<file path="src/icache_config.svh">
// Instruction cache configuration
// Sizes and address field positions shared by the package, the RTL and the testbench
`ifndef ICACHE_CONFIG_SVH
`define ICACHE_CONFIG_SVH

`define ICACHE_ADDR_W      32       // Fetch address width
`define ICACHE_DATA_W      128      // Fetch word and line width
`define ICACHE_NB_WAYS     4        // Associativity
`define ICACHE_WAY_W       2        // Way index width
`define ICACHE_SET_W       4        // Set index width
`define ICACHE_NB_SETS     16       // Sets per way
`define ICACHE_SET_LSB     4        // Bits 3:0 are the byte offset
`define ICACHE_TAG_W       7        // Stored tag, valid bit not included
`define ICACHE_TAG_LSB     8        // Tag is address bits 14:8

// Replacement LFSR start value, must not be zero
`define ICACHE_LFSR_SEED   8'h5a

`endif

</file>
<file path="src/icache_pkg.sv">
// Instruction cache types
// Controller states, store port bundles and refill port bundles
`include "icache_config.svh"

package icache_pkg;

   typedef enum logic [2:0]
   {
      DISABLED,
      FLUSH_ALL,
      FLUSH_SET,
      IDLE,
      LOOKUP,
      WAIT_REFILL
   } icache_state_e;

   typedef struct packed
   {
      logic                       valid;
      logic [`ICACHE_TAG_W-1:0]   tag;
   } tag_entry_t;

   typedef struct packed
   {
      logic [`ICACHE_NB_WAYS-1:0] req;     // One bit per way
      logic                       we;
      logic [`ICACHE_SET_W-1:0]   addr;
      tag_entry_t                 wdata;
   } tag_port_t;

   typedef struct packed
   {
      logic [`ICACHE_NB_WAYS-1:0] req;
      logic                       we;
      logic [`ICACHE_SET_W-1:0]   addr;
      logic [`ICACHE_DATA_W-1:0]  wdata;
   } data_port_t;

   typedef struct packed
   {
      logic                       req;     // Held until gnt
      logic [`ICACHE_ADDR_W-1:0]  addr;
   } refill_req_t;

   typedef struct packed
   {
      logic                       gnt;
      logic                       rvalid;
      logic [`ICACHE_DATA_W-1:0]  rdata;
   } refill_rsp_t;

endpackage

</file>
<file path="src/icache_way_select.sv">
// Instruction cache way selector
// Tag compare and hit encoding, victim choice with a replacement LFSR
`timescale 1ns/10ps
`include "icache_config.svh"

module icache_way_select
   import icache_pkg::*;
(
   input  logic                              clk,
   input  logic                              rst_n,
   input  tag_entry_t [`ICACHE_NB_WAYS-1:0]  tags_i,
   input  logic [`ICACHE_ADDR_W-1:0]         lookup_addr_i,
   input  logic                              lfsr_step_i,
   output logic                              way_hit_o,
   output logic                              all_valid_o,
   output logic [`ICACHE_WAY_W-1:0]          hit_way_o,
   output logic [`ICACHE_NB_WAYS-1:0]        victim_way_o
);

   logic [`ICACHE_NB_WAYS-1:0] way_match;
   logic [`ICACHE_NB_WAYS-1:0] way_valid;
   logic [`ICACHE_TAG_W-1:0]   lookup_tag;
   logic [`ICACHE_WAY_W-1:0]   free_way;
   logic [7:0]                 lfsr_q;

   assign lookup_tag = lookup_addr_i[`ICACHE_TAG_LSB +: `ICACHE_TAG_W];

   for (genvar w = 0; w < `ICACHE_NB_WAYS; w++)
   begin : g_cmp
      assign way_valid[w] = tags_i[w].valid;
      assign way_match[w] = tags_i[w].valid && (tags_i[w].tag == lookup_tag);
   end

   assign way_hit_o   = |way_match;
   assign all_valid_o = &way_valid;

   always_comb
   begin
      free_way  = '0;
      hit_way_o = '0;
      for (int w = 0; w < `ICACHE_NB_WAYS; w++)
      begin
         if (!way_valid[w])
            free_way = w[`ICACHE_WAY_W-1:0];    // Highest invalid way wins
         if (way_match[w])
            hit_way_o = w[`ICACHE_WAY_W-1:0];
      end
      victim_way_o = '0;
      victim_way_o[all_valid_o ? lfsr_q[`ICACHE_WAY_W-1:0] : free_way] = 1'b1;
   end

   // Taps 8,6,5,4
   always_ff @(posedge clk, negedge rst_n)
   begin
      if (!rst_n)
         lfsr_q <= `ICACHE_LFSR_SEED;
      else if (lfsr_step_i)
         lfsr_q <= {lfsr_q[6:0], lfsr_q[7] ^ lfsr_q[5] ^ lfsr_q[4] ^ lfsr_q[3]};
   end

endmodule

</file>
<file path="config.mk">
export PLATFORM = sky130hd
export DESIGN_NAME = icache_way_select
export DESIGN_NICKNAME = d
export VERILOG_FILES = /design/src/icache_pkg.sv /design/src/icache_way_select.sv
export VERILOG_INCLUDE_DIRS = /design/src
export SDC_FILE = /design/constraint.sdc
export NUM_CORES = 1
export LEC_CHECK = 0
export ABC_CLOCK_PERIOD_IN_PS = 2400
export BUFFER_PORTS_ARGS = -buffer_cell sky130_fd_sc_hd__buf_2
export CAP_MARGIN = 40
export CORE_AREA = 2 2 58 60
export CTS_CLUSTER_SIZE = 30
export DETAILED_ROUTE_END_ITERATION = 7
export DIE_AREA = 0 0 60 62
export PLACE_DENSITY = 0.59
export SETUP_SLACK_MARGIN = 0.05
export SLEW_MARGIN = 30
export SYNTH_ARGS = -nofsm -noshare
export SYNTH_HDL_FRONTEND = slang
export SYNTH_SLANG_ARGS = --single-unit
</file>
<file path="constraint.sdc">
create_clock -name clk -period 2.4 [get_ports clk]
set_input_delay 0.72 -clock clk [delete_from_list [all_inputs] [get_ports clk]]
set_output_delay 0.72 -clock clk [all_outputs]
set_load 0.01 [all_outputs]
</file>
==> results.sh <==
export IMPL_grt_max_degree=10
export IMPL_drive_gt1_share_pct=58.6
export IMPL_syn_inst=76
export IMPL_rrSetupSlack_ns=1.39
export IMPL_hold_class="input port to asynchronous set/reset pin"
export IMPL_pwr_share_comb_pct=43.2
export IMPL_cts_setup_buffers=0
export IMPL_synth_area_leader_cell="xor2_1"
export IMPL_p_leak_nw=0.567
export IMPL_multi_input_area_um2=598
export IMPL_yosys_warnings=0
export IMPL_gr_total_overflow=0
export IMPL_switching_share_pct=32.1
export IMPL_worst_path_max_delay_cell="nor4_2"
export IMPL_clk_path_buf_depth=2
export IMPL_die_y_um=62
export IMPL_cts_buffers=3
export IMPL_ff2ff_path_depth=3
export IMPL_cts_tree="done"
export IMPL_vias_per_cell=4.26
export IMPL_final_setup_viol_count=3
export IMPL_yosysMostFrequentCell="xor2_1"
export IMPL_drv_cap=0
export IMPL_ys_flop_type="dfstp_2"
export IMPL_status="complete, but fails checks"
export IMPL_slew_violations=0
export IMPL_drtIter0Drc=14
export IMPL_fin_ws_ns=-0.0553
export IMPL_start_util_pct=23.2
export IMPL_cts_sinks=8
export IMPL_ys_seq_area_share_pct=27.8
export IMPL_drc=0
export IMPL_pre_cts_slack_ns=-0.142
export IMPL_critPathKind="input port to output port"
export IMPL_dpl_hpwl_mm=1.70
export IMPL_wl_per_cell_um=11.5
export IMPL_syn_area_um2=738
export IMPL_power_density_nw_per_um2=556
export IMPL_dr_pass1_iters=4
export IMPL_grt_setup_unrepaired="yes"
export IMPL_pwr_share_clk_pct=14.8
export IMPL_synth_cell_types=19
export IMPL_path_clk_slew_ns=0.05
export IMPL_vias=763
export IMPL_r2r_start="lfsr_q[4]"
export IMPL_cts_max_level=1
export IMPL_grt_pass1_wl_mm=3.33
export IMPL_worst_ep_required_time_ns=1.68
export IMPL_violations="negative setup slack"
export IMPL_synth_seq_cells=8
export IMPL_nNetsFinal=202
export IMPL_max_stage_delay_ns=0.29
export IMPL_top_register="lfsr_q"
export IMPL_diodes=0
export IMPL_clk_latency_ns=0.25
export IMPL_grtUsageTotal_pct=12.1
export IMPL_antenna_found_initial=0
export IMPL_avgSynthCellArea_um2=9.71
export IMPL_rr_endpoint="lfsr_q[0]"
export IMPL_relSlewSlack_pct=81.5
export IMPL_cts_root_buf="clkbuf_4"
export IMPL_hold_viol=0
export IMPL_fin_worst_skew_ns=0.00307
export IMPL_die_area_um2=3720
export IMPL_finalNonFillerCells=179
export IMPL_setup_tns_final_ns=-0.0730
export IMPL_crit_fanout=2
export IMPL_fp_coreArea_um2=3180
export IMPL_seqPwrFrac_pct=42.0
export IMPL_power_switching_mw=0.220
export IMPL_rows=21
export IMPL_async_reset_ff_share_pct=100
export IMPL_reg_top3="lfsr_q x8"
export IMPL_yosys_top_cells_area="xor2_1 (28%), dfstp_2 (14%), dfrtp_1 (14%)"
export IMPL_fmax_mhz=407
export IMPL_portBuffers=49
export IMPL_area_growth_pct=66.9
export IMPL_start_kind="input port"
export IMPL_drtAntennaViolNets=0
export IMPL_syn_nets=143
export IMPL_end_kind="output port"
export IMPL_hold_buffers=0
export IMPL_seq_area_um2=205
export IMPL_synth_top_area_share_pct=28.5
export IMPL_tightest_slew_ns=0.276
export IMPL_fin_crit_ns=2.46
export IMPL_io_pins=75
export IMPL_ir_worst_vdd_uv=542
export IMPL_synth_edf_count=0
export IMPL_grt_pass1_vias=774
export IMPL_placedCellCount=176
export IMPL_die_x_um=60
export IMPL_timing_final_crit_share_pct=102
export IMPL_cp_arrival_ns=1.74
export IMPL_wl_mm=2.06
export IMPL_crit_path_cell_trace="buf_6 > xor2_2 > nor4_2 > nand4_1 > o21ai_1 > buf_2"
export IMPL_largest_reg_flops=8
export IMPL_internal_power_mw=0.465
export IMPL_fillers=337
export IMPL_synth_common_cells="xor2_1 (24), mux2_2 (7), xnor2_1 (7)"
export IMPL_place_congestion=0.752
placed cells by master (no fill, tap or decap), drive strengths merged, types with 3 or more instances in the layout:
cell    netlist  routed
buf           1      55
xor2         24      24
xnor2         7       7
mux2          7       7
nor2          5       5
nand4         5       5
dfrtp         4       4
dfstp         4       4
o21ai         4       4
nor4          4       4
and4          3       3
nand2         3       3
clkbuf        0       3
worst max-delay path: cells and delay by family:
kind,cells,cell delay (ns)
xor gates and xnor gates,1,0.16
and+or+nand+nor,2,0.46
buffers and inverters,2,0.24
AOI/OAI and AO/OA,1,0.15
metrics by stage:
stage | power, mW | hold slack [ns] | instance area (µm²) | util, %
final | 0.685 | 0.298 | 1230 | 38.8
after global routing | 0.745 | 0.287 | 1230 | 38.8
after CTS | 0.681 | 0.295 | 1160 | 36.4
after detailed placement | 0.563 | 0.504 | 1080 | 34.0
after global placement | 0.546 | 0.488 | 1080 | 34.0
after floorplan | 0.462 | 0.424 | 738 | -
routing by layer:
metal	up-vias	track usage (%)	share of wire [%]
met3	0	3.93	7.5
met1	348	15.1	40
li1	382	-	-
met2	33	21.4	53
met4	0	0.952	0
met5	-	0	0
power by group through the flow:
stage	Sequential [mW]	Combinational, mW	Clock, mW
after floorplan	0.273	0.188	0
after CTS	0.290	0.285	0.106
after global placement	0.282	0.265	0
after detailed placement	0.291	0.272	0
after global routing	0.302	0.328	0.114
final	0.288	0.296	0.101
layout make-up:
| type | instances | area share, % |
|---|---|---|
| multi-input cells | 67 | 48.5 |
| repair buffers | 55 | 28.3 |
| flip-flops and latches | 8 | 16.6 |
| well taps | 46 | 4.67 |
| clock buffers | 3 | 1.83 |
worst max path at each step:
stage / startpoint / end / slack, ns / depth (start not counted)
after global placement: lookup_addr_i[11] / hit_way_o[0] / -0.13 / 6
after global routing: tags_i[11] / hit_way_o[0] / -0.16 / 6
after CTS: tags_i[20] / hit_way_o[0] / -0.11 / 6
after detailed placement: lookup_addr_i[11] / hit_way_o[0] / -0.14 / 6
after floorplan: lookup_addr_i[13] / hit_way_o[0] / 0.21 / 4
final: tags_i[11] / hit_way_o[0] / -0.06 / 6
what timing repair did:
| action | CTS | global route |
|---|---|---|
| gates cloned | 0 | 0 |
| resized for setup | 12 | 15 |
| pin swaps | 9 | 12 |
| setup endpoints to repair | 3 | 3 |
logic make-up after synthesis:
kind of cell    count (synthesis)  synth area share [%]
mux                             7                  10.7
xor+xnor                       31                  36.8
buf+inv                         1                 0.677
compound gates                  6                  4.41
flops                           8                  27.8
simple gates                   23                  19.7
No activity file was read; power rests on OpenSTA's default activity.
