File: src/icache_config.svh
// Instruction cache configuration
// Sizes and address field positions shared by the package, the RTL and the testbench
`ifndef ICACHE_CONFIG_SVH
`define ICACHE_CONFIG_SVH

`define ICACHE_ADDR_W      32       // Fetch address width
`define ICACHE_DATA_W      128      // Fetch word and line width
`define ICACHE_NB_WAYS     4        // Associativity
`define ICACHE_WAY_W       2        // Way index width
`define ICACHE_SET_W       4        // Set index width
`define ICACHE_NB_SETS     16       // Sets per way
`define ICACHE_SET_LSB     4        // Bits 3:0 are the byte offset
`define ICACHE_TAG_W       7        // Stored tag, valid bit not included
`define ICACHE_TAG_LSB     8        // Tag is address bits 14:8

// Replacement LFSR start value, must not be zero
`define ICACHE_LFSR_SEED   8'h5a

`endif

File: src/icache_pkg.sv
// Instruction cache types
// Controller states, store port bundles and refill port bundles
`include "icache_config.svh"

package icache_pkg;

   typedef enum logic [2:0]
   {
      DISABLED,
      FLUSH_ALL,
      FLUSH_SET,
      IDLE,
      LOOKUP,
      WAIT_REFILL
   } icache_state_e;

   typedef struct packed
   {
      logic                       valid;
      logic [`ICACHE_TAG_W-1:0]   tag;
   } tag_entry_t;

   typedef struct packed
   {
      logic [`ICACHE_NB_WAYS-1:0] req;     // One bit per way
      logic                       we;
      logic [`ICACHE_SET_W-1:0]   addr;
      tag_entry_t                 wdata;
   } tag_port_t;

   typedef struct packed
   {
      logic [`ICACHE_NB_WAYS-1:0] req;
      logic                       we;
      logic [`ICACHE_SET_W-1:0]   addr;
      logic [`ICACHE_DATA_W-1:0]  wdata;
   } data_port_t;

   typedef struct packed
   {
      logic                       req;     // Held until gnt
      logic [`ICACHE_ADDR_W-1:0]  addr;
   } refill_req_t;

   typedef struct packed
   {
      logic                       gnt;
      logic                       rvalid;
      logic [`ICACHE_DATA_W-1:0]  rdata;
   } refill_rsp_t;

endpackage

File: src/icache_tag_array.sv
// Instruction cache tag store
// One bank per way, registered read, write on every requested way
`timescale 1ns/10ps
`include "icache_config.svh"

module icache_tag_array
   import icache_pkg::*;
(
   input  logic                              clk,
   input  tag_port_t                         tag_i,
   output tag_entry_t [`ICACHE_NB_WAYS-1:0]  rdata_o
);

   for (genvar w = 0; w < `ICACHE_NB_WAYS; w++)
   begin : g_way
      tag_entry_t mem [`ICACHE_NB_SETS];

      always_ff @(posedge clk)
      begin
         if (tag_i.req[w])
         begin
            if (tag_i.we)
            begin
               mem[tag_i.addr] <= tag_i.wdata;
            end
            else
            begin
               rdata_o[w] <= mem[tag_i.addr];   // Valid one cycle later
            end
         end
      end
   end

endmodule

File: config.mk
export PLATFORM = sky130hd
export DESIGN_NAME = icache_tag_array
export DESIGN_NICKNAME = d
export VERILOG_FILES = /design/src/icache_pkg.sv /design/src/icache_tag_array.sv
export VERILOG_INCLUDE_DIRS = /design/src
export SDC_FILE = /design/constraint.sdc
export NUM_CORES = 1
export LEC_CHECK = 0
export ABC_CLOCK_PERIOD_IN_PS = 2300
export BUFFER_PORTS_ARGS = -buffer_cell sky130_fd_sc_hd__clkbuf_2
export CAP_MARGIN = 20
export CORE_UTILIZATION = 33
export CTS_CLUSTER_SIZE = 12
export DETAILED_ROUTE_END_ITERATION = 6
export HOLD_SLACK_MARGIN = 0.15
export SLEW_MARGIN = 20
export SYNTH_ARGS = -nofsm -noshare
export SYNTH_HDL_FRONTEND = slang
export SYNTH_SLANG_ARGS = --single-unit
export TNS_END_PERCENT = 10
File: constraint.sdc
create_clock -name clk -period 2.3 [get_ports clk]
set_input_delay 0.345 -clock clk [delete_from_list [all_inputs] [get_ports clk]]
set_output_delay 0.345 -clock clk [all_outputs]
set_load 0.02 [all_outputs]
==> flow_summary.toml, run 1 <==
[setup_path]
critPathTopFamily = "flip-flops"
path_buf_inv = 1
r2r-end = "rdata_o[5]$_DFFE_PP_"
startpoint = "rdata_o[27]$_DFFE_PP_"
worst_ep_arrival_time_ns = 1.24
crit_path_max_incr_delay_ns = 0.45
critical_path.cell_chain = "clkbuf_2"
critical_path_class = "reg2out"
critPathSlowestCell = "edfxtp_1"
end_kind = "primary output"
cp-start-kind = "flip-flop"
reg2regPathDepth = 3
cp_max_fo = 1
required_ns = 1.96
r2r_slack_ns = 0.73
r2r-start = "g_way[0].mem[10][5]$_DFFE_PP_"

[route]
drtAntennaViolNets = 0
routedWlPerCell_um = 24.2
drt-initial-drc-count = 889
viasPerCell = 5.12
dr_total_vias = 9614
first_pass_iters = 7
route.detailed.drc = 0
wl_um = 45300

[synth]
synth_ff_type = "edfxtp_1"
synth.net_count = 932
async_flop_share_pct = 0
yosys_warnings = 0
synth_common_cells = "edfxtp_1 (544), mux4_2 (128), a22oi_1 (64)"
synthCells = 914
synth_seq_area_share_pct = 79.8
synth_edf_count = 544
ys_seq_elements = 544
yosysMostFrequentCell = "edfxtp_1"
synthTopCellsByArea = "edfxtp_1 (80%), mux4_2 (14%), a22oi_1 (2.3%)"
netlist_area_um2 = 20500
synth_top_area_share_pct = 79.8
syn_area_per_cell_um2 = 22.4
yosysTopAreaCell = "edfxtp_1"
synth_cell_types = 14

[floorplan]
die_y_um = 251
start_util_pct = 33.7
num_rows = 90
die_w_um = 251
io_pins = 50
die_area_um2 = 63000
core_area_um2 = 60800

[cells_and_area]
final_nets = 1086
final_area_um2 = 23900
diodes = 0
drive_above_1_share_pct = 31.4
syn_to_final_growth_pct = 16.8

[pwr]
p_per_area_nw_per_um2 = 841
ir_drop_v = 0.000563
power_mw = 20.1
leakage_nw = 7.66

[cts]
clk_latency_ns = 0.59
htree_levels = 2
ctsHoldBuffers = 0
cts_buffer_depth = 3
cts_sinks = 544
root_buffer = "clkbuf_16"
cts.clk_slew.worst_paths_ns = 0.06
numCtsBuffers = 54
cts_tree = "built"
cts_setup_buffers = 0
cts_resized = 0

[timing]
clock_skew_ns = 0.0107
fin_crit_ns = 1.58
hold_ws_ns = 0.344
setup_violations = 0
max_clock_freq_ghz = 0.632
setup_tns_ns = 0
fin_crit_sh_pct = 68.8
finalHoldViolCount = 0
grt_setup_unrepaired = "no"
drv_slew = 0
worst_slew_pin_slew_ns = 0.984
max_slew_margin_pct = 34.4

[grt]
track_usage_pct = 14.7
grt_overflow_total = 0
grt_pass1_vias = 10226
grt_max_degree = 65
grt_pass1_wl_um = 67800
antenna_found_initial = 2

[place]
dp_hpwl_um = 27900
place.gp.congestion = 0.764
port_buffers = 49
dpl_cell_area_um2 = 22400

[worst_hold_path]
hold_start = "tag_i[13]"
min_to = "rdata_o[7]$_DFFE_PP_"
holdCritPathClass = "in2reg"
hold_depth = 3

[run]
drv_cap = 0

[run_status]
status = "complete, no violations"
[logic make-up after synthesis]
logic type             Yosys count  synth area share (%)
DFF                            544                  79.8
and+or+nand+nor                127                  2.51
muxes                          128                  14.1
buffers and inverters           51                  1.28
AOI/OAI and AO/OA               64                  2.35
[worst max-delay path by stage]
stage	cells past startpoint	end	slack, ns
3_5_place_dp	6	g_way[1].mem[5][3]$_DFFE_PP_	0.16
2_1_floorplan	5	g_way[0].mem[3][0]$_DFFE_PP_	0.02
4_1_cts	1	rdata_o[27]	0.67
5_1_grt	6	g_way[1].mem[5][0]$_DFFE_PP_	0.67
3_3_place_gp	6	g_way[0].mem[5][7]$_DFFE_PP_	0.18
6_report	1	rdata_o[27]	0.72
[layout by cell type, fill, tap and decap left out, types with 11 or more instances in the layout]
| cell | n |
|---|---|
| a22oi_1 | 64 |
| buf_12 | 11 |
| buf_4 | 89 |
| clkbuf_1 | 14 |
| clkbuf_16 | 57 |
| clkbuf_2 | 47 |
| edfxtp_1 | 544 |
| mux4_2 | 128 |
| nand2_1 | 49 |
| nor2_1 | 61 |
[state kept, by name, indices dropped and copies added (netlist names)]
signal	cells
g_way.mem	512
rdata_o	32
[report_power, final]
group          leakage, nW  internal (mW)  switching, mW
Sequential            4.92           11.1         0.0369
Clock                0.760           4.55           3.46
Combinational         1.98          0.387          0.616
[stage by stage]
step / instances / utilization (%) / worst slack [ns]
after floorplan: 914 / - / 0.0238
after global placement: 1794 / 36.8 / 0.177
after detailed placement: 1794 / 36.8 / 0.162
after CTS: 1877 / 39.3 / 0.666
after global routing: 1877 / 39.3 / 0.675
final: 1877 / 39.3 / 0.717
[routing by layer]
metal / wire [µm] / vias up / track usage (%)
met5: 26 / - / 0
met4: 1180 / 4 / 4.93
met3: 2680 / 86 / 2.73
met2: 22300 / 299 / 23.9
met1: 19200 / 5102 / 19.9
li1: - / 4123 / -
[area by class of cell]
cell class / instances / area (µm²)
clock inverters: 12 / 76.3
clock buffers: 71 / 1480
multi-input cells: 319 / 3900
repair buffers: 149 / 1150
flip-flops and latches: 544 / 16300
fillers: 5367 / 36900
well taps: 782 / 978
Power figures use the tool's default switching activity.
==> run 2: changes to the inputs <==
- ABC_CLOCK_PERIOD_IN_PS: 2300 -> 1300
- clock period: 2.3 -> 1.3 ns (I/O delays scaled with it)
==> flow_summary.toml, run 2 (synthesized netlist as in run 1, its figures left out) <==
[run_status]
status = "complete, but fails checks"
failed_checks = "setup timing"

[grt]
antenna_found_initial = 0
track_usage_pct = 15.1
grt_overflow_total = 0
grt_max_degree = 65
grt_pass1_wl_um = 69800
grt_pass1_vias = 10329

[setup_path]
path_buf_inv = 1
worst_ep_arrival_time_ns = 1.85
required_ns = 1.64
end_kind = "flip-flop"
crit_path_max_incr_delay_ns = 0.52
critPathTopFamily = "multiplexers"
critical_path_class = "reg2reg"
critPathSlowestCell = "mux4_2"
critical_path.cell_chain = "mux4_2 -> a22oi_2 -> buf_4 -> nand2_2"
cp_max_fo = 1
cp-start-kind = "flip-flop"

[place]
dp_hpwl_um = 29200
dpl_cell_area_um2 = 24500
port_buffers = 49
dp.cells = 1857
place.gp.congestion = 0.808

[route]
first_pass_iters = 5
routedWlPerCell_um = 23.7
viasPerCell = 5.07
dr_total_vias = 9873
drtAntennaViolNets = 0
drt-initial-drc-count = 838
wl_um = 46200
route.detailed.drc = 0

[pwr]
power.internal_mw = 28.4
p_per_area_nw_per_um2 = 1360
power_mw = 35.9
combPwrFrac_pct = 6.6
power_switching_mw = 7.49
ir_drop_v = 0.00113
switching_share_pct = 20.9
leakage_nw = 8.34
seqPwrFrac_pct = 54.8
power_frac_clock_pct = 38.7

[timing]
clock_skew_ns = 0.0183
grt_setup_unrepaired = "yes"
setup_tns_ns = -6.55
setup_ws_ns = -0.219
max_clock_freq_ghz = 0.658
fin_crit_sh_pct = 117
max_slew_margin_pct = 73.7
setup_violations = 66
fin_crit_ns = 1.52
finalHoldViolCount = 0
drv_slew = 0
worst_slew_pin_slew_ns = 0.395

[cts]
cts_buffer_depth = 3
root_buffer = "clkbuf_16"
cts.clk_slew.worst_paths_ns = 0.06
numCtsBuffers = 54
cts_sinks = 544
htree_levels = 2
cts_tree = "built"
clk_latency_ns = 0.59

[cells_and_area]
top_register = "g_way.mem"
largest_reg_flops = 512
mostFrequentLayoutCell = "edfxtp_1"
final_area_um2 = 26300
drive_above_1_share_pct = 46.0
syn_to_final_growth_pct = 28.5
final_nets = 1156
layout_common_cells = "edfxtp_1 (544), mux4_2 (128), buf_12 (91)"
stdcell_count = 1946
top_regs = "g_way.mem: 512 flops, rdata_o: 32 flops"
diodes = 0

[floorplan]
num_rows = 90
start_util_pct = 33.7
core_area_um2 = 60800
die_area_um2 = 63000
die_y_um = 251
io_pins = 50
die_w_um = 251

[run]
drv_cap = 0

[worst_hold_path]
holdCritPathClass = "in2reg"
==> run 2: repair_timing <==
action,CTS,global route
resized for setup,44,41
hold buffers,8,0
endpoints found under the hold margin,512,0
setup buffers,0,0
setup endpoints to repair,64,72
cloned,0,0
pin swaps,41,4
==> run 2: routing by layer <==
metal,share of wire [%],GRT usage [%],wire length (µm),up-vias
li1,-,-,-,4297
met1,47,22.1,21600,5275
met2,46,22.7,21300,253
met3,5.8,3.37,2670,48
met4,1.4,3.69,657,0
met5,0,0,0,-
==> run 2: path summary, 6_finish.rpt <==
check | slack (ns) | cells after the start | end | startpoint
setup reg to reg | -0.22 | 4 | rdata_o[26]$_DFFE_PP_ | g_way[3].mem[11][2]$_DFFE_PP_
hold reg to reg | 0.74 | 3 | rdata_o[17]$_DFFE_PP_ | g_way[2].mem[15][1]$_DFFE_PP_
hold / removal | 0.21 | 3 | rdata_o[28]$_DFFE_PP_ | tag_i[16]
setup / recovery | -0.22 | 4 | rdata_o[26]$_DFFE_PP_ | g_way[3].mem[11][2]$_DFFE_PP_
==> run 2: stage by stage <==
stage / utilization, % / hold WS (ns) / setup slack (ns)
floorplan: - / 0.294 / -0.239
global placement: 40.2 / 0.664 / -0.729
detailed placement: 40.2 / 0.661 / -0.747
CTS: 43.2 / 0.180 / -0.241
global route: 43.3 / 0.203 / -0.283
finish: 43.3 / 0.212 / -0.219
==> run 2: tightest hold or removal path, cell delays in order <==
cell      delay, ns
clkbuf_2       0.11
nor2b_1        0.13
buf_4          0.18
==> run 2: layout make-up <==
type | instances | area (µm²)
clock buffer | 68 | 1430
clock inverter | 14 | 87.6
fill | 5152 | 34500
multi-input combinational | 319 | 4740
sequential | 544 | 16300
tap | 782 | 978
timing repair buffer | 219 | 2740
==> run 2: power groups by stage <==
stage	registers, mW	logic (mW)	clock network [mW]
detailed placement	20.0	2.27	0
CTS	19.7	2.38	14.3
global placement	20.0	2.24	0
finish	19.7	2.36	13.9
floorplan	20.0	1.12	0
global route	19.7	2.52	14.9
