--- src/icache_config.svh ---
// Instruction cache configuration
// Sizes and address field positions shared by the package, the RTL and the testbench
`ifndef ICACHE_CONFIG_SVH
`define ICACHE_CONFIG_SVH

`define ICACHE_ADDR_W      32       // Fetch address width
`define ICACHE_DATA_W      128      // Fetch word and line width
`define ICACHE_NB_WAYS     4        // Associativity
`define ICACHE_WAY_W       2        // Way index width
`define ICACHE_SET_W       4        // Set index width
`define ICACHE_NB_SETS     16       // Sets per way
`define ICACHE_SET_LSB     4        // Bits 3:0 are the byte offset
`define ICACHE_TAG_W       7        // Stored tag, valid bit not included
`define ICACHE_TAG_LSB     8        // Tag is address bits 14:8

// Replacement LFSR start value, must not be zero
`define ICACHE_LFSR_SEED   8'h5a

`endif

--- src/icache_pkg.sv ---
// Instruction cache types
// Controller states, store port bundles and refill port bundles
`include "icache_config.svh"

package icache_pkg;

   typedef enum logic [2:0]
   {
      DISABLED,
      FLUSH_ALL,
      FLUSH_SET,
      IDLE,
      LOOKUP,
      WAIT_REFILL
   } icache_state_e;

   typedef struct packed
   {
      logic                       valid;
      logic [`ICACHE_TAG_W-1:0]   tag;
   } tag_entry_t;

   typedef struct packed
   {
      logic [`ICACHE_NB_WAYS-1:0] req;     // One bit per way
      logic                       we;
      logic [`ICACHE_SET_W-1:0]   addr;
      tag_entry_t                 wdata;
   } tag_port_t;

   typedef struct packed
   {
      logic [`ICACHE_NB_WAYS-1:0] req;
      logic                       we;
      logic [`ICACHE_SET_W-1:0]   addr;
      logic [`ICACHE_DATA_W-1:0]  wdata;
   } data_port_t;

   typedef struct packed
   {
      logic                       req;     // Held until gnt
      logic [`ICACHE_ADDR_W-1:0]  addr;
   } refill_req_t;

   typedef struct packed
   {
      logic                       gnt;
      logic                       rvalid;
      logic [`ICACHE_DATA_W-1:0]  rdata;
   } refill_rsp_t;

endpackage

--- src/icache_ctrl.sv ---
// Instruction cache controller
// Lookup and single-beat refill, whole and per-set flush, bypass mode
`timescale 1ns/10ps
`include "icache_config.svh"

module icache_ctrl
   import icache_pkg::*;
(
   input  logic                                              clk,
   input  logic                                              rst_n,
   input  logic                                              bypass_i,
   input  logic                                              flush_i,
   input  logic                                              flush_set_req_i,
   input  logic [`ICACHE_ADDR_W-1:0]                         flush_set_addr_i,
   input  logic                                              fetch_req_i,
   input  logic [`ICACHE_ADDR_W-1:0]                         fetch_addr_i,
   input  logic                                              way_hit_i,
   input  logic                                              all_valid_i,
   input  logic [`ICACHE_WAY_W-1:0]                          hit_way_i,
   input  logic [`ICACHE_NB_WAYS-1:0]                        victim_way_i,
   input  logic [`ICACHE_NB_WAYS-1:0][`ICACHE_DATA_W-1:0]    data_rdata_i,
   input  logic                                              bypass_busy_i,
   input  refill_req_t                                       bypass_refill_i,
   input  refill_rsp_t                                       refill_i,
   output tag_port_t                                         tag_o,
   output data_port_t                                        data_o,
   output logic [`ICACHE_ADDR_W-1:0]                         lookup_addr_o,
   output logic                                              lfsr_step_o,
   output refill_req_t                                       refill_o,
   output logic                                              cache_is_bypassed_o,
   output logic                                              cache_is_flushed_o,
   output logic                                              flush_set_ack_o,
   output logic                                              fetch_gnt_o,
   output logic                                              fetch_rvalid_o,
   output logic [`ICACHE_DATA_W-1:0]                         fetch_rdata_o
);

   icache_state_e                state_q, state_d;
   logic [`ICACHE_ADDR_W-1:0]    lookup_addr_q;
   logic                         lookup_valid_q;
   logic [`ICACHE_NB_WAYS-1:0]   refill_way_q;
   logic [`ICACHE_SET_W-1:0]     flush_cnt_q, flush_cnt_d;
   logic                         hold_req;        // Bypass, flush or set flush pending
   logic                         grant;
   logic                         hit;
   logic                         lookup_done;
   logic                         save_way;

   assign hold_req      = bypass_i | flush_i | flush_set_req_i;
   assign hit           = lookup_valid_q & way_hit_i;
   assign lookup_addr_o = lookup_addr_q;

   ////////////////////
   // FSM
   always_comb
   begin
      state_d             = state_q;
      flush_cnt_d         = flush_cnt_q;
      grant               = 1'b0;
      lookup_done         = 1'b0;
      save_way            = 1'b0;
      lfsr_step_o         = 1'b0;
      cache_is_bypassed_o = 1'b0;
      cache_is_flushed_o  = 1'b0;
      flush_set_ack_o     = 1'b0;
      fetch_gnt_o         = 1'b0;
      fetch_rvalid_o      = 1'b0;
      fetch_rdata_o       = refill_i.rdata;
      refill_o.req        = 1'b0;
      refill_o.addr       = lookup_addr_q;

      tag_o.req           = '0;
      tag_o.we            = 1'b0;
      tag_o.addr          = fetch_addr_i[`ICACHE_SET_LSB +: `ICACHE_SET_W];
      tag_o.wdata.valid   = 1'b1;
      tag_o.wdata.tag     = lookup_addr_q[`ICACHE_TAG_LSB +: `ICACHE_TAG_W];
      data_o.req          = '0;
      data_o.we           = 1'b0;
      data_o.addr         = fetch_addr_i[`ICACHE_SET_LSB +: `ICACHE_SET_W];
      data_o.wdata        = refill_i.rdata;

      case (state_q)
         DISABLED:
         begin
            cache_is_bypassed_o = 1'b1;
            cache_is_flushed_o  = 1'b1;
            flush_set_ack_o     = 1'b1;
            fetch_gnt_o         = bypass_i & fetch_req_i;
            fetch_rvalid_o      = refill_i.rvalid;     // Single beat answer
            refill_o            = bypass_refill_i;
            flush_cnt_d         = '0;
            if (!bypass_i && !bypass_busy_i)
               state_d = FLUSH_ALL;
         end

         FLUSH_ALL:
         begin
            flush_set_ack_o = 1'b1;
            tag_o.req       = '1;
            tag_o.we        = 1'b1;
            tag_o.addr      = flush_cnt_q;
            tag_o.wdata     = '0;
            flush_cnt_d     = flush_cnt_q + 1'b1;      // Wraps to 0 on the last set
            if (flush_cnt_q == `ICACHE_SET_W'(`ICACHE_NB_SETS - 1))
            begin
               cache_is_flushed_o = 1'b1;
               state_d            = IDLE;
            end
         end

         FLUSH_SET:
         begin
            flush_set_ack_o = 1'b1;
            tag_o.req       = '1;
            tag_o.we        = 1'b1;
            tag_o.addr      = flush_set_addr_i[`ICACHE_SET_LSB +: `ICACHE_SET_W];
            tag_o.wdata     = '0;
            state_d         = IDLE;
         end

         IDLE:
         begin
            if (bypass_i)
               state_d = DISABLED;
            else if (flush_i)
               state_d = FLUSH_ALL;
            else if (flush_set_req_i)
               state_d = FLUSH_SET;
            else if (fetch_req_i)
            begin
               grant   = 1'b1;
               state_d = LOOKUP;
            end
         end

         LOOKUP:
         begin
            if (hit)
            begin
               fetch_rvalid_o = 1'b1;
               fetch_rdata_o  = data_rdata_i[hit_way_i];
               lookup_done    = 1'b1;
               grant          = fetch_req_i & ~hold_req;    // Next fetch only behind a hit
               state_d        = grant ? LOOKUP : IDLE;
            end
            else
            begin
               refill_o.req = 1'b1;
               if (refill_i.gnt)
               begin
                  save_way    = 1'b1;
                  lfsr_step_o = all_valid_i;   // Full set, random victim consumed
                  state_d     = WAIT_REFILL;
               end
            end
         end

         WAIT_REFILL:
         begin
            fetch_rvalid_o = refill_i.rvalid;
            tag_o.req      = refill_way_q & {`ICACHE_NB_WAYS{refill_i.rvalid}};
            tag_o.we       = 1'b1;
            tag_o.addr     = lookup_addr_q[`ICACHE_SET_LSB +: `ICACHE_SET_W];
            data_o.req     = refill_way_q & {`ICACHE_NB_WAYS{refill_i.rvalid}};
            data_o.we      = 1'b1;
            data_o.addr    = lookup_addr_q[`ICACHE_SET_LSB +: `ICACHE_SET_W];
            if (refill_i.rvalid)
            begin
               lookup_done = 1'b1;
               state_d     = IDLE;
            end
         end

         default: state_d = DISABLED;
      endcase

      // Granted fetch reads both stores in the same cycle
      if (grant)
      begin
         fetch_gnt_o = 1'b1;
         tag_o.req   = '1;
         data_o.req  = '1;
      end
   end

   always_ff @(posedge clk, negedge rst_n)
   begin
      if (!rst_n)
      begin
         state_q        <= DISABLED;
         flush_cnt_q    <= '0;
         lookup_valid_q <= 1'b0;
      end
      else
      begin
         state_q     <= state_d;
         flush_cnt_q <= flush_cnt_d;
         if (grant)
            lookup_valid_q <= 1'b1;
         else if (lookup_done)
            lookup_valid_q <= 1'b0;
      end
   end

   always_ff @(posedge clk)
   begin
      if (grant)
         lookup_addr_q <= fetch_addr_i;
      if (save_way)
         refill_way_q <= victim_way_i;    // Way that takes the refilled line
   end

endmodule

--- config.mk ---
export PLATFORM = sky130hd
export DESIGN_NAME = icache_ctrl
export DESIGN_NICKNAME = d
export VERILOG_FILES = /design/src/icache_pkg.sv /design/src/icache_ctrl.sv
export VERILOG_INCLUDE_DIRS = /design/src
export SDC_FILE = /design/constraint.sdc
export NUM_CORES = 1
export LEC_CHECK = 0
export BUFFER_PORTS_ARGS = -buffer_cell sky130_fd_sc_hd__buf_2
export CAP_MARGIN = 0
export CORE_AREA = 3 3 434 436
export CTS_BUF_LIST = sky130_fd_sc_hd__clkbuf_16
export DETAILED_ROUTE_END_ITERATION = 16
export DIE_AREA = 0 0 437 439
export GPL_TIMING_DRIVEN = 0
export SLEW_MARGIN = 10
export SYNTH_ARGS = -nofsm -noshare
export SYNTH_HDL_FRONTEND = slang
export SYNTH_SLANG_ARGS = --single-unit
--- constraint.sdc ---
create_clock -name clk -period 2.9 [get_ports clk]
set_clock_uncertainty 0.05 [all_clocks]
set_input_delay 0.145 -clock clk [delete_from_list [all_inputs] [get_ports clk]]
set_output_delay 0.145 -clock clk [all_outputs]
set_load 0.02 [all_outputs]
==> metrics.md <==
| Metric | Value |
|---|---|
| Status | `complete, no violations` |
| R2R Path End | `lookup_addr_o[12]$_DFFE_PP_` |
| CTS Sinks | `44` |
| Hold Vio Cnt, Final | `0` |
| FF+latch count, synth | `44` |
| Lkg Pwr | `between 8 and 9 nW` |
| Share of layout cells above drive strength 1 | `a little over two thirds` |
| Share of the synthesized area in the top cell type | `a little over a third` |
| I/O Buffers | `1,076` |
| Relative slew slack | `between 30% and 40%` |
| Initial antenna violation count | `~280` |
| DRC violations left | `0` |
| Int Pwr | `2.64 mW` |
| Fin crit period | `between 2 and 3 ns` |
| Synthesis-to-finish area growth | `120%` |
| Count of different cell masters after synthesis | `37` |
| Max capacitance violation total | `0` |
| 1st-iter DRT viols | `roughly 2,300` |
| Ys flop type | `edfxtp_1` |
| R2R Setup Slk | `around 0.65 ns` |
| Syn Std Cell Area | `between 7000 and 8000 um2` |
| Period utilization | `approximately 96%` |
| CP max FO | `10` |
| VDD IR max | `around 0.00032 V` |
| Synth area leaders | `mux4_2 36%, nand2_1 20%, edfxtp_1 14%, buf_4 12%, mux2_2 4.5%` |
| Htree depth | `2` |
| Final core occ | `9.43%` |
| Number of synthesized flops with an enable pin | `36` |
| Routed vias | `14,700` |
| Area of the multi-input gates | `5390 um2` |
| DP Area | `16,500 um2` |
| Slew at the pin closest to its max-slew limit | `1.05 ns` |
| # IOs | `1,107` |
| R2r startpoint | `state_q[1]$_DFFE_PN0P_` |
| Core Area | `185,000 um2` |
| # nets final | `between 2,000 and 3,000` |
| Die H | `roughly 440 um` |
| Total routed wirelength | `about 170,000 um` |
| Register area share after synthesis | `between 10% and 20%` |
| Via/cell ratio | `around 3.2` |
| DP Wirelength | `about 160,000 um` |
| CP Class | `reg -> out` |
| Worst endpoint required time | `about 2.7 ns` |
| Clock transition at the registers of the reported paths | `0.09 ns` |
| Leading area contributor after synthesis | `mux4_2` |
| Worst-Skew Late Latency | `~0.30 ns` |
| Clock Root Buffer | `clkbuf_16` |
| CTS tree | `built` |
| Initial Util | `4.28%` |
| Die ar. | `192,000 um2` |
| GR peak layer | `met2` |
| Total gr overflow | `0` |
| First-pass GRT wire length | `about 190,000 um` |
| WL/cell | `between 30 and 40 um` |
| Tot GR Track Use | `16.3%` |
| Ys Warns | `0` |
| First-pass iteration count of the detailed router | `8` |
| Fin. max-slew vios | `0` |
| Met1 Use GR | `between 10% and 20%` |
| Register share of total power | `14.3%` |
| Pwr dens | `327 nW/um2` |
| Vias in the first global route | `13,200` |
| GR met3 Demand/Resource | `a little under a tenth` |
| Met2 Use GR | `roughly 27%` |
| Sw power | `between 3 and 4 mW` |
| Critical Path End Type | `primary output` |
| Largest net degree at the start of global routing | `18` |
| Ys async rst share | `18.2%` |
| Clk pwr share | `11.8%` |
| Syn_area_per_cell | `approximately 8.7 um2` |
| Cell count of the worst reg-to-reg path | `6` |
| Hold Crit Class | `in -> reg` |
| TritonCTS Buffers | `5` |
| Fillers | `roughly 22,000` |
| Placer Congestion | `~1.2` |
| Die Wd | `437 um` |
| Register Area | `1280 um2` |
| Clk buf depth | `2` |
| Sw Ratio | `between 50% and 60%` |
| Post-route design area | `17,400 um2` |
| Logic pwr share | `between 70% and 80%` |
| Fmax | `0.360 GHz` |
| Setup violations, final | `0` |
| Post-synthesis net count | `about 1,700` |
| Std-Cell Rows | `approximately 160` |
| CP arrival | `2.58 ns` |
| Worst Hold End | `lookup_addr_o[6]$_DFFE_PP_` |
| Worst hold start | `fetch_addr_i[6]` |
| CP startpoint kind | `flip-flop` |
| Hold Path Depth | `1` |
| Routed Antenna Nets | `0` |
| Mapped Cells | `912` |
-- placed cells by master (no fill, tap or decap), drive strengths merged --
master and count:
nor2 4, and3 2, nor3 3, a21oi 5, o32a 1, ha 1
dfrtp 8, a21o 3, dlygate4sd3 33, o21ai 18, or3b 1, nor3b 2
nand3 4, nand4b 2, mux4 128, nand3b 1, nand2b 3, diode 143
mux2 32, edfxtp 36, a31oi 1, inv 8, clkbuf 40, buf 1241
and2 3, nor2b 10, clkinvlp 2, nand4 1, mux2i 8, a21boi 2
o31ai 1, a22o 1, or2 1, nand2 427, and4b 1
-- layer usage --
| layer | vias up | wire length, um |
|---|---|---|
| li1 | 5508 | - |
| met1 | 6861 | 53900 |
| met2 | 1634 | 78300 |
| met3 | 583 | 24100 |
| met4 | 112 | 9460 |
| met5 | - | 822 |
-- cell type report --
class                      instances  area share (%)
multi-input combinational        666            30.9
inverter                           7           0.172
sequential                        44            7.35
timing repair inverter             1          0.0430
clock buffer                       6           0.861
timing repair buffer            1116            33.4
antenna                          143            2.05
clock inverter                     2          0.0861
buffer                           192            7.32
tap                             2480            17.8
-- power by group through the flow --
stage	Clock, mW	Combinational, mW	Sequential (mW)
6_report	0.672	4.21	0.812
4_1_cts	0.676	4.25	0.809
2_1_floorplan	0	1.95	0.807
5_1_grt	0.700	4.40	0.818
3_5_place_dp	0	4.19	0.822
3_3_place_gp	0	4.12	0.816
-- sequential cells by signal, indices dropped and copies added, names as in the netlist --
name / flops
state_q: 3
refill_way_q: 4
flush_cnt_q: 4
lookup_valid_q: 1
lookup_addr_o: 32
-- cells by family (layout without fill, tap and decap cells) --
kind of cell / Yosys count / after routing / synth area share [%]
and+or+nand+nor: 465 / 465 / 23.3
buffers and inverters: 202 / 1324 / 16.1
muxes: 168 / 168 / 41.9
DFF: 44 / 44 / 16.2
AOI/OAI and AO/OA: 32 / 32 / 2.34
adders and majority gates: 1 / 1 / 0.158
other: 0 / 143 / 0
-- worst max-delay path by stage --
stage	endpoint	depth (start not counted)	from
floorplan	tag_o[15]	8	state_q[1]$_DFFE_PN0P_
global placement	fetch_rdata_o[19]	6	hit_way_i[1]
detailed placement	fetch_rdata_o[117]	8	state_q[0]$_DFFE_PN0P_
CTS	fetch_rdata_o[63]	8	lookup_valid_q$_DFFE_PN0P_
global route	fetch_rdata_o[20]	8	lookup_valid_q$_DFFE_PN0P_
finish	data_o[133]	7	state_q[1]$_DFFE_PN0P_
-- stage by stage --
step | hold slack [ns] | TNS, ns | worst slack [ns] | total power, mW | std cells
finish | 0.0202 | 0 | 0.124 | 5.70 | 4657
global placement | -0.00407 | -80.59 | -1.10 | 4.94 | 4468
CTS | 0.0204 | 0 | 0.000495 | 5.74 | 4513
floorplan | -0.201 | 0 | 0.558 | 2.75 | 912
detailed placement | 0.00408 | -50.51 | -0.808 | 5.01 | 4471
global route | 0.0190 | -0.000798 | -0.000798 | 5.92 | 4601
-- Yosys cell counts (2+ instances only) --
cell type	number
and2_1	2
mux2i_1	8
nor2b_1	10
nand4b_1	2
buf_2	31
and3_1	2
a21oi_1	5
mux4_2	128
nand2_1	427
o21ai_0	17
edfxtp_1	36
clkbuf_1	34
nand3_1	4
inv_1	7
mux2_2	32
nor2_1	4
nor3b_1	2
dfrtp_1	8
nor3_1	2
nand2b_1	3
a21o_1	3
a21boi_0	2
buf_4	128
buf_1	2
-- critical path: stages, from the launching register on --
cell and delay [ns]:
dfrtp_1 0.37, buf_2 0.18, nand3b_1 0.37, inv_1 0.39
and2_1 0.36, nand2_1 0.25, nand2_1 0.15, buf_2 0.20
-- repair_timing --
item                                    4_1_cts  5_1_grt
buffers inserted                              2        2
hold buffers                                 33        0
gates cloned                                  1        0
hold endpoints to repair                     40        0
resized for setup                            28        7
endpoints found under the setup margin      131       58
No activity file was read; power rests on OpenSTA's default activity.
