==> src/icache_config.svh <==
// Instruction cache configuration
// Sizes and address field positions shared by the package, the RTL and the testbench
`ifndef ICACHE_CONFIG_SVH
`define ICACHE_CONFIG_SVH

`define ICACHE_ADDR_W      32       // Fetch address width
`define ICACHE_DATA_W      128      // Fetch word and line width
`define ICACHE_NB_WAYS     4        // Associativity
`define ICACHE_WAY_W       2        // Way index width
`define ICACHE_SET_W       4        // Set index width
`define ICACHE_NB_SETS     16       // Sets per way
`define ICACHE_SET_LSB     4        // Bits 3:0 are the byte offset
`define ICACHE_TAG_W       7        // Stored tag, valid bit not included
`define ICACHE_TAG_LSB     8        // Tag is address bits 14:8

// Replacement LFSR start value, must not be zero
`define ICACHE_LFSR_SEED   8'h5a

`endif

==> src/icache_pkg.sv <==
// Instruction cache types
// Controller states, store port bundles and refill port bundles
`include "icache_config.svh"

package icache_pkg;

   typedef enum logic [2:0]
   {
      DISABLED,
      FLUSH_ALL,
      FLUSH_SET,
      IDLE,
      LOOKUP,
      WAIT_REFILL
   } icache_state_e;

   typedef struct packed
   {
      logic                       valid;
      logic [`ICACHE_TAG_W-1:0]   tag;
   } tag_entry_t;

   typedef struct packed
   {
      logic [`ICACHE_NB_WAYS-1:0] req;     // One bit per way
      logic                       we;
      logic [`ICACHE_SET_W-1:0]   addr;
      tag_entry_t                 wdata;
   } tag_port_t;

   typedef struct packed
   {
      logic [`ICACHE_NB_WAYS-1:0] req;
      logic                       we;
      logic [`ICACHE_SET_W-1:0]   addr;
      logic [`ICACHE_DATA_W-1:0]  wdata;
   } data_port_t;

   typedef struct packed
   {
      logic                       req;     // Held until gnt
      logic [`ICACHE_ADDR_W-1:0]  addr;
   } refill_req_t;

   typedef struct packed
   {
      logic                       gnt;
      logic                       rvalid;
      logic [`ICACHE_DATA_W-1:0]  rdata;
   } refill_rsp_t;

endpackage

==> src/icache_bypass_tracker.sv <==
// Instruction cache bypass tracker
// Registers the refill request of a bypassed fetch and flags it until its data returns
`timescale 1ns/10ps
`include "icache_config.svh"

module icache_bypass_tracker
   import icache_pkg::*;
(
   input  logic                        clk,
   input  logic                        rst_n,
   input  logic                        bypass_i,
   input  logic                        fetch_req_i,
   input  logic [`ICACHE_ADDR_W-1:0]   fetch_addr_i,
   input  logic                        fetch_gnt_i,
   input  refill_rsp_t                 refill_i,
   output logic                        bypass_busy_o,
   output refill_req_t                 bypass_refill_o
);

   logic bypass_fetch;   // Fetch accepted while bypassed

   assign bypass_fetch = bypass_i & fetch_req_i & fetch_gnt_i;

   always_ff @(posedge clk, negedge rst_n)
   begin
      if (!rst_n)
      begin
         bypass_busy_o   <= 1'b0;
         bypass_refill_o <= '0;
      end
      else
      begin
         if (bypass_fetch)
            bypass_busy_o <= 1'b1;
         else if (refill_i.rvalid)
            bypass_busy_o <= 1'b0;    // Last outstanding fetch answered

         if (bypass_i | bypass_busy_o)
         begin
            if (bypass_fetch)
            begin
               bypass_refill_o.req  <= 1'b1;
               bypass_refill_o.addr <= fetch_addr_i;
            end
            else if (refill_i.gnt)
            begin
               bypass_refill_o.req <= 1'b0;
            end
         end
      end
   end

endmodule

==> config.mk <==
export PLATFORM = sky130hd
export DESIGN_NAME = icache_bypass_tracker
export DESIGN_NICKNAME = d
export VERILOG_FILES = /design/src/icache_pkg.sv /design/src/icache_bypass_tracker.sv
export VERILOG_INCLUDE_DIRS = /design/src
export SDC_FILE = /design/constraint.sdc
export NUM_CORES = 1
export LEC_CHECK = 0
export ABC_CLOCK_PERIOD_IN_PS = 860
export BUFFER_PORTS_ARGS = -buffer_cell sky130_fd_sc_hd__buf_2
export CAP_MARGIN = 15
export CORE_AREA = 2 2 78 80
export DETAILED_ROUTE_END_ITERATION = 10
export DIE_AREA = 0 0 80 82
export MAX_ROUTING_LAYER = met4
export PLACE_DENSITY = 0.74
export SYNTH_ARGS = -nofsm -noshare
export SYNTH_HDL_FRONTEND = slang
export SYNTH_SLANG_ARGS = --single-unit
==> constraint.sdc <==
create_clock -name clk -period 0.86 [get_ports clk]
set_input_delay 0.043 -clock clk [delete_from_list [all_inputs] [get_ports clk]]
set_output_delay 0.043 -clock clk [all_outputs]
set_load 0.02 [all_outputs]
==> qor.tcl, run 1 <==
set qor(path_cells) {buf_6}
set qor(vias) 1056
set qor(cts-buffers-inserted) 5
set qor(final_number_of_setup_violating_endpoints) 19
set qor(grt.total_usage_pct) 12.23
set qor(synthDominantCellAreaShare_pct) 61.15
set qor(top_level_ports) 201
set qor(fin_tns_setup_ns) -0.1348
set qor(arrival_time_at_the_worst_endpoint_ns) 0.84
set qor(failed_checks) {negative setup slack}
set qor(slew_viol_final) 0
set qor(finish.utilization_pct) 43.82
set qor(post_drt_via_cell_ratio) 4.015
set qor(clkSlewWorstSetupHoldPaths_ns) 0.07
set qor(synth_area_um2) 1391
set qor(power_density_nw_per_um2) 2048
set qor(port_buffers) 72
set qor(final_layout_size_suffix_gt1_share_pct) 62.23
set qor(yosysTopAreaCell) {sky130_fd_sc_hd__dfrtp_1}
set qor(worstSetupStartpointType) {flop}
set qor(postCtsSetupRepairBufs) 0
set qor(worst_path_max_delay_cell) {sky130_fd_sc_hd__dfrtp_1}
set qor(antenna_violating_nets_post_route) 0
set qor(vdd_drop_max_mv) 0.7659
set qor(detail_route.drc_violations) 0
set qor(antenna_violations_before_repair) 0
set qor(top_achievable_clock_speed_ghz) 1.134
set qor(cp_top_family) {flip-flops}
set qor(syn-num-nets) 241
set qor(chipHeight_um) 82
set qor(global_route.usage.met3_pct) 4.176
set qor(first_global_vias) 1205
set qor(detail_route.iter0.violations) 8
set qor(synthCells) 74
set qor(row_count) 28
set qor(crit_end_category) {primary output}
set qor(run_status) {finished with violations}
set qor(number_of_hold_slack_violations_in_the_final_timing_report) 0
set qor(final.setup.worst_slack_ns) -0.02223
set qor(ys_types) 8
set qor(worstSkewPairLatency_ns) 0.28
set qor(initial_core_utilization_pct) 24.22
set qor(nets) 354
set qor(antenna-diode-count) 0
set qor(p_leak_nw) 1.270
set qor(synth.ff_latch_count) 34
set qor(hold_class) {input pin to flop}
set qor(wl_um) 3776
set qor(globalRoute.busiestLayer) {met2}
set qor(clock-sinks) 34
set qor(timing.clock.skew_ns) 0.00007103
set qor(cells_taking_the_most_area_after_synthesis) {sky130_fd_sc_hd__dfrtp_1 61%, sky130_fd_sc_hd__mux2_4 30%, sky130_fd_sc_hd__mux2_2 3.2%}
set qor(synth_sequential_area_ratio_pct) 61.15
set qor(grtUsageMet1_pct) 13.06
set qor(placeableCoreArea_um2) 5746
set qor(firstDrtPassIters) 3
set qor(overflow) 0
set qor(cp_num_buf_inv) 1
set qor(cts_max_path_buffers) 2
set qor(dieArea_um2) 6560
set qor(tritoncts) {built}
set qor(timing.final.crit_period_ns) 0.8822
set qor(crit_path_max_incr_delay_ns) 0.41
set qor(final_min_period_over_clock_period_pct) 102.6
set qor(max_slew_margin_pct) 87.06
set qor(grt_pass1_wl_um) 5789
set qor(cts_root_buffer) {sky130_fd_sc_hd__clkbuf_8}
set qor(grt_max_degree) 35
set qor(synthToLayoutAreaGrowth_pct) 80.93
set qor(global_route.usage.met2_pct) 21.17
set qor(die_width_um) 80
set qor(fin_total_pwr_mw) 5.155
set qor(place_hpwl_um) 2011
set qor(timing_worst_slew_pin_value_ns) 0.1941
set qor(maxCapViolations) 0
set qor(avgSynthCellArea_um2) 18.80
set qor(cts.htree.levels) 2
set qor(cp.required_ns) 0.82
set qor(grt_setup_unrepaired) {yes}
set qor(path_class) {flop to primary output}
set qor(synth-warning-count) 0
set qor(routed_wire_length_per_instance_um) 14.36
set qor(critPathMaxFanout) 2
set qor(gp_congestion) 0.6271
## per-layer routing
metal	part of all wire [%]	vias up	routed length, um
met5	0	-	0
met4	2.3	0	85
met3	6.0	11	227
met2	54	56	2047
met1	37	508	1415
li1	-	481	-
## power by group
part	internal, mW	total [mW]	switching [mW]
Clock	0.646	1.22	0.569
Sequential	1.90	2.14	0.242
Combinational	1.10	1.80	0.703
Total	3.64	5.15	1.51
## cells in the mapped netlist
cell and instances:
sky130_fd_sc_hd__dfrtp_1 34, sky130_fd_sc_hd__mux2_4 28, sky130_fd_sc_hd__mux2_2 4, sky130_fd_sc_hd__buf_6 3, sky130_fd_sc_hd__o21ai_0 2, sky130_fd_sc_hd__a21bo_2 1, sky130_fd_sc_hd__inv_1 1, sky130_fd_sc_hd__nand3_4 1
## what timing repair did
| action | in CTS | in global routing |
|---|---|---|
| hold buffers | 32 | 2 |
| endpoints found under the hold margin | 65 | 2 |
| gates resized for setup | 68 | 0 |
| endpoints found under the setup margin | 34 | 35 |
## final timing paths
check,from,end,slack [ns],cells past startpoint
max reg2reg,bypass_refill_o[6],bypass_refill_o[6],0.06,1
min in group asynchronous,rst_n,bypass_refill_o[15],0.24,3
max,bypass_refill_o[6],bypass_refill_o[6],-0.02,1
max in group asynchronous,rst_n,bypass_busy_o,0.43,3
min,refill_i[129],bypass_refill_o[32],0.09,3
min reg2reg,bypass_refill_o[32],bypass_refill_o[32],0.53,1
## state kept, by name (all words and copies together) (netlist names)
name             count
bypass_busy_o        1
bypass_refill_o     33
## through the flow
step           instances  setup slack (ns)  hold slack (ns)  area [um2]
6_report             263          -0.02223          0.08507        2517
5_1_grt              263          -0.05987           0.1127        2517
3_3_place_gp         221          -0.05870          0.01197        1873
3_5_place_dp         221          -0.08573          0.01879        1873
2_1_floorplan         74           0.03256          -0.2526        1393
4_1_cts              261          -0.03445         0.003222        2497
## kinds of logic (layout without fill, tap and decap cells)
kind of cell | after synthesis | count (layout) | share of synthesized area [%]
AND/OR/NAND/NOR | 1 | 1 | 1.259
AO/OA/AOI/OAI | 3 | 3 | 1.439
buffers and inverters | 4 | 118 | 2.697
multiplexers | 32 | 32 | 33.45
flip-flops | 34 | 34 | 61.15
## area by class of cell
cell class / instances / area, um2
clock buffer: 7 / 86.33
clock inverter: 1 / 5.005
fill: 518 / 3228
inverter: 1 / 3.754
multi-input combinational: 36 / 503.0
sequential: 34 / 852.1
tap: 75 / 93.84
timing repair buffer: 109 / 973.4
## cell usage in the layout, fill, tap and decap left out, drive strengths merged
master       instances
clkbuf               7
inv                  1
dfrtp               34
o21ai                2
clkinv               1
mux2                32
nand3                1
dlygate4sd3         34
a21bo                1
buf                 75
(Power assumes the default switching activity.)
==> inputs of run 2 (changes only) <==
--- a/config.mk
+++ b/config.mk
@@ -6,14 +6,14 @@
 export SDC_FILE = /design/constraint.sdc
 export NUM_CORES = 1
 export LEC_CHECK = 0
-export ABC_CLOCK_PERIOD_IN_PS = 860
+export ABC_CLOCK_PERIOD_IN_PS = 800
 export BUFFER_PORTS_ARGS = -buffer_cell sky130_fd_sc_hd__buf_2
 export CAP_MARGIN = 15
-export CORE_AREA = 2 2 78 80
+export CORE_AREA = 2 2 77 79
 export DETAILED_ROUTE_END_ITERATION = 10
-export DIE_AREA = 0 0 80 82
+export DIE_AREA = 0 0 79 81
 export MAX_ROUTING_LAYER = met4
-export PLACE_DENSITY = 0.74
+export PLACE_DENSITY = 0.78
 export SYNTH_ARGS = -nofsm -noshare
 export SYNTH_HDL_FRONTEND = slang
 export SYNTH_SLANG_ARGS = --single-unit
==> constraint.sdc (replaced) <==
create_clock -name clk -period 0.8 [get_ports clk]
set_input_delay 0.04 -clock clk [delete_from_list [all_inputs] [get_ports clk]]
set_output_delay 0.04 -clock clk [all_outputs]
set_load 0.02 [all_outputs]
==> run 2 against run 1 <==
The run still ends with negative setup slack left. First-iteration DRC count is 25% lower. Largest power group unchanged. Clock power is 3% higher. Final area is 2.5% higher. Setup slack got worse by 0.047 ns. Routed wire length shrank 3.8%. Total power up 8.2%. Critical path depth unchanged. Global-route usage shrank 0.56 points. Cell count stayed put. Critical path type unchanged. Hold slack worse by 0.062 ns. Core utilization grew 1.6 points. Via count fell by 0.95%.
==> qor.tcl, run 2 (same netlist as run 1, synthesis figures left out) <==
set qor(timing.final.crit_period_ns) 0.8693
set qor(detail_route.iter0.violations) 6
set qor(worstSetupStartpointType) {flop}
set qor(port_buffers) 72
set qor(max_slew_margin_pct) 87.77
set qor(run_status) {finished with violations}
set qor(number_of_hold_slack_violations_in_the_final_timing_report) 0
set qor(power_density_nw_per_um2) 2163
set qor(top_level_ports) 201
set qor(top_achievable_clock_speed_ghz) 1.150
set qor(cp_num_buf_inv) 1
set qor(tritoncts) {built}
set qor(synthToLayoutAreaGrowth_pct) 85.43
set qor(cts.htree.levels) 2
set qor(arrival_time_at_the_worst_endpoint_ns) 0.83
set qor(worstSkewPairLatency_ns) 0.27
set qor(worst_path_max_delay_cell) {sky130_fd_sc_hd__dfrtp_2}
set qor(failed_checks) {negative setup slack}
set qor(row_count) 28
set qor(detailedPlace.worstSlack_ns) -0.1068
set qor(overflow) 0
set qor(finish.utilization_pct) 45.46
set qor(routed_wire_length_per_instance_um) 13.82
set qor(post_drt_via_cell_ratio) 3.977
set qor(fin_cells) 263
set qor(final_min_period_over_clock_period_pct) 108.7
set qor(chipHeight_um) 81
set qor(vias) 1046
set qor(crit_path_max_incr_delay_ns) 0.42
set qor(p_leak_nw) 1.292
set qor(maxCapViolations) 0
set qor(grt.total_usage_pct) 11.67
set qor(cp_top_family) {flip-flops}
set qor(fin_tns_setup_ns) -2.023
set qor(grt_setup_unrepaired) {yes}
set qor(die_width_um) 79
set qor(reg_top3) {bypass_refill_o: 33 flops, bypass_busy_o: 1 flops}
set qor(largest_reg_flops) 33
set qor(final_cell_mix) {38 x sky130_fd_sc_hd__buf_2, 34 x sky130_fd_sc_hd__buf_6, 33 x sky130_fd_sc_hd__dfrtp_2}
set qor(path_class) {flop to primary output}
set qor(grt_max_degree) 35
set qor(hold_slack_ns) 0.02356
set qor(final_layout_size_suffix_gt1_share_pct) 79.79
set qor(wl_um) 3634
set qor(dieArea_um2) 6399
set qor(cts_root_buffer) {sky130_fd_sc_hd__clkbuf_8}
set qor(cts_max_path_buffers) 2
set qor(place_hpwl_um) 2032
set qor(postCtsSetupRepairBufs) 0
set qor(slew_viol_final) 0
set qor(detail_route.drc_violations) 0
set qor(regMostFlops) {bypass_refill_o}
set qor(cts-buffers-inserted) 5
set qor(firstDrtPassIters) 3
set qor(path_cells) {buf_6}
set qor(antenna-diode-count) 0
set qor(critPathMaxFanout) 2
set qor(final.setup.worst_slack_ns) -0.06932
set qor(layout_commonest_cell) {sky130_fd_sc_hd__buf_2}
set qor(vdd_drop_max_mv) 0.8631
set qor(cp.required_ns) 0.76
set qor(crit_end_category) {primary output}
set qor(antenna_violations_before_repair) 0
set qor(nets) 354
set qor(clock-sinks) 34
set qor(gp_congestion) 0.6334
set qor(timing_worst_slew_pin_value_ns) 0.1834
set qor(placeableCoreArea_um2) 5675
set qor(clkSlewWorstSetupHoldPaths_ns) 0.07
set qor(timing.reg2reg.setup_slack_ns) 0
set qor(grt_pass1_wl_um) 5575
set qor(first_global_vias) 1174
set qor(hold_class) {input pin to flop}
set qor(initial_core_utilization_pct) 24.51
set qor(timing.clock.skew_ns) 0.0003971
set qor(final_number_of_setup_violating_endpoints) 44
set qor(placedCellCount) 222
set qor(antenna_violating_nets_post_route) 0
==> run 2: cell types whose count changed in the layout (fill, tap and decap cells not counted), sizes merged <==
cell	change
buf	+1
dlygate4sd3	-5
dlymetal6s4s	+4
==> run 2: path summary, 6_finish.rpt <==
kind,start,cells past startpoint,endpoint
worst min register to register,bypass_refill_o[32],1,bypass_refill_o[32]
min in group asynchronous,rst_n,3,bypass_refill_o[16]
worst max register to register,bypass_refill_o[4],1,bypass_refill_o[4]
worst max-delay path,bypass_refill_o[16],1,bypass_refill_o[16]
max in group asynchronous,rst_n,3,bypass_refill_o[15]
worst min-delay path,fetch_addr_i[25],2,bypass_refill_o[25]
==> run 2: through the flow <==
step                instance area [um2]  total power [mW]
global placement                   1936             3.704
global route                       2580             5.880
finish                             2580             5.579
CTS                                2540             5.622
floorplan                          1448             3.206
detailed placement                 1936             3.735
==> run 2: timing repair <==
item | CTS | global route
resized for setup | 68 | 5
hold buffers | 30 | 3
endpoints found under the hold margin | 63 | 3
setup endpoints to repair | 34 | 46
==> run 2: final cells by class <==
class / count / area [um2]
clock buffers: 7 / 86.33
repair buffers: 109 / 980.9
fillers: 491 / 3095
clock inverters: 1 / 5.005
multi-input cells: 36 / 518.0
flip-flops and latches: 34 / 892.1
well taps: 75 / 93.84
inverters: 1 / 3.754
==> run 2: routing by layer <==
metal / wire [um] / share of wire (%) / vias to the layer above / track usage [%]
met2: 1933 / 53 / 56 / 21.44
li1: - / - / 480 / -
met4: 23 / 0.63 / 0 / 2.586
met1: 1454 / 40 / 507 / 12.33
met5: 0 / 0 / - / -
met3: 224 / 6.2 / 3 / 3.667
==> run 2: power by group <==
part	switching, mW	internal (mW)	total [mW]
sequential	0.255	2.10	2.35
combinational	0.757	1.21	1.97
clock	0.567	0.693	1.26
total	1.58	4.00	5.58
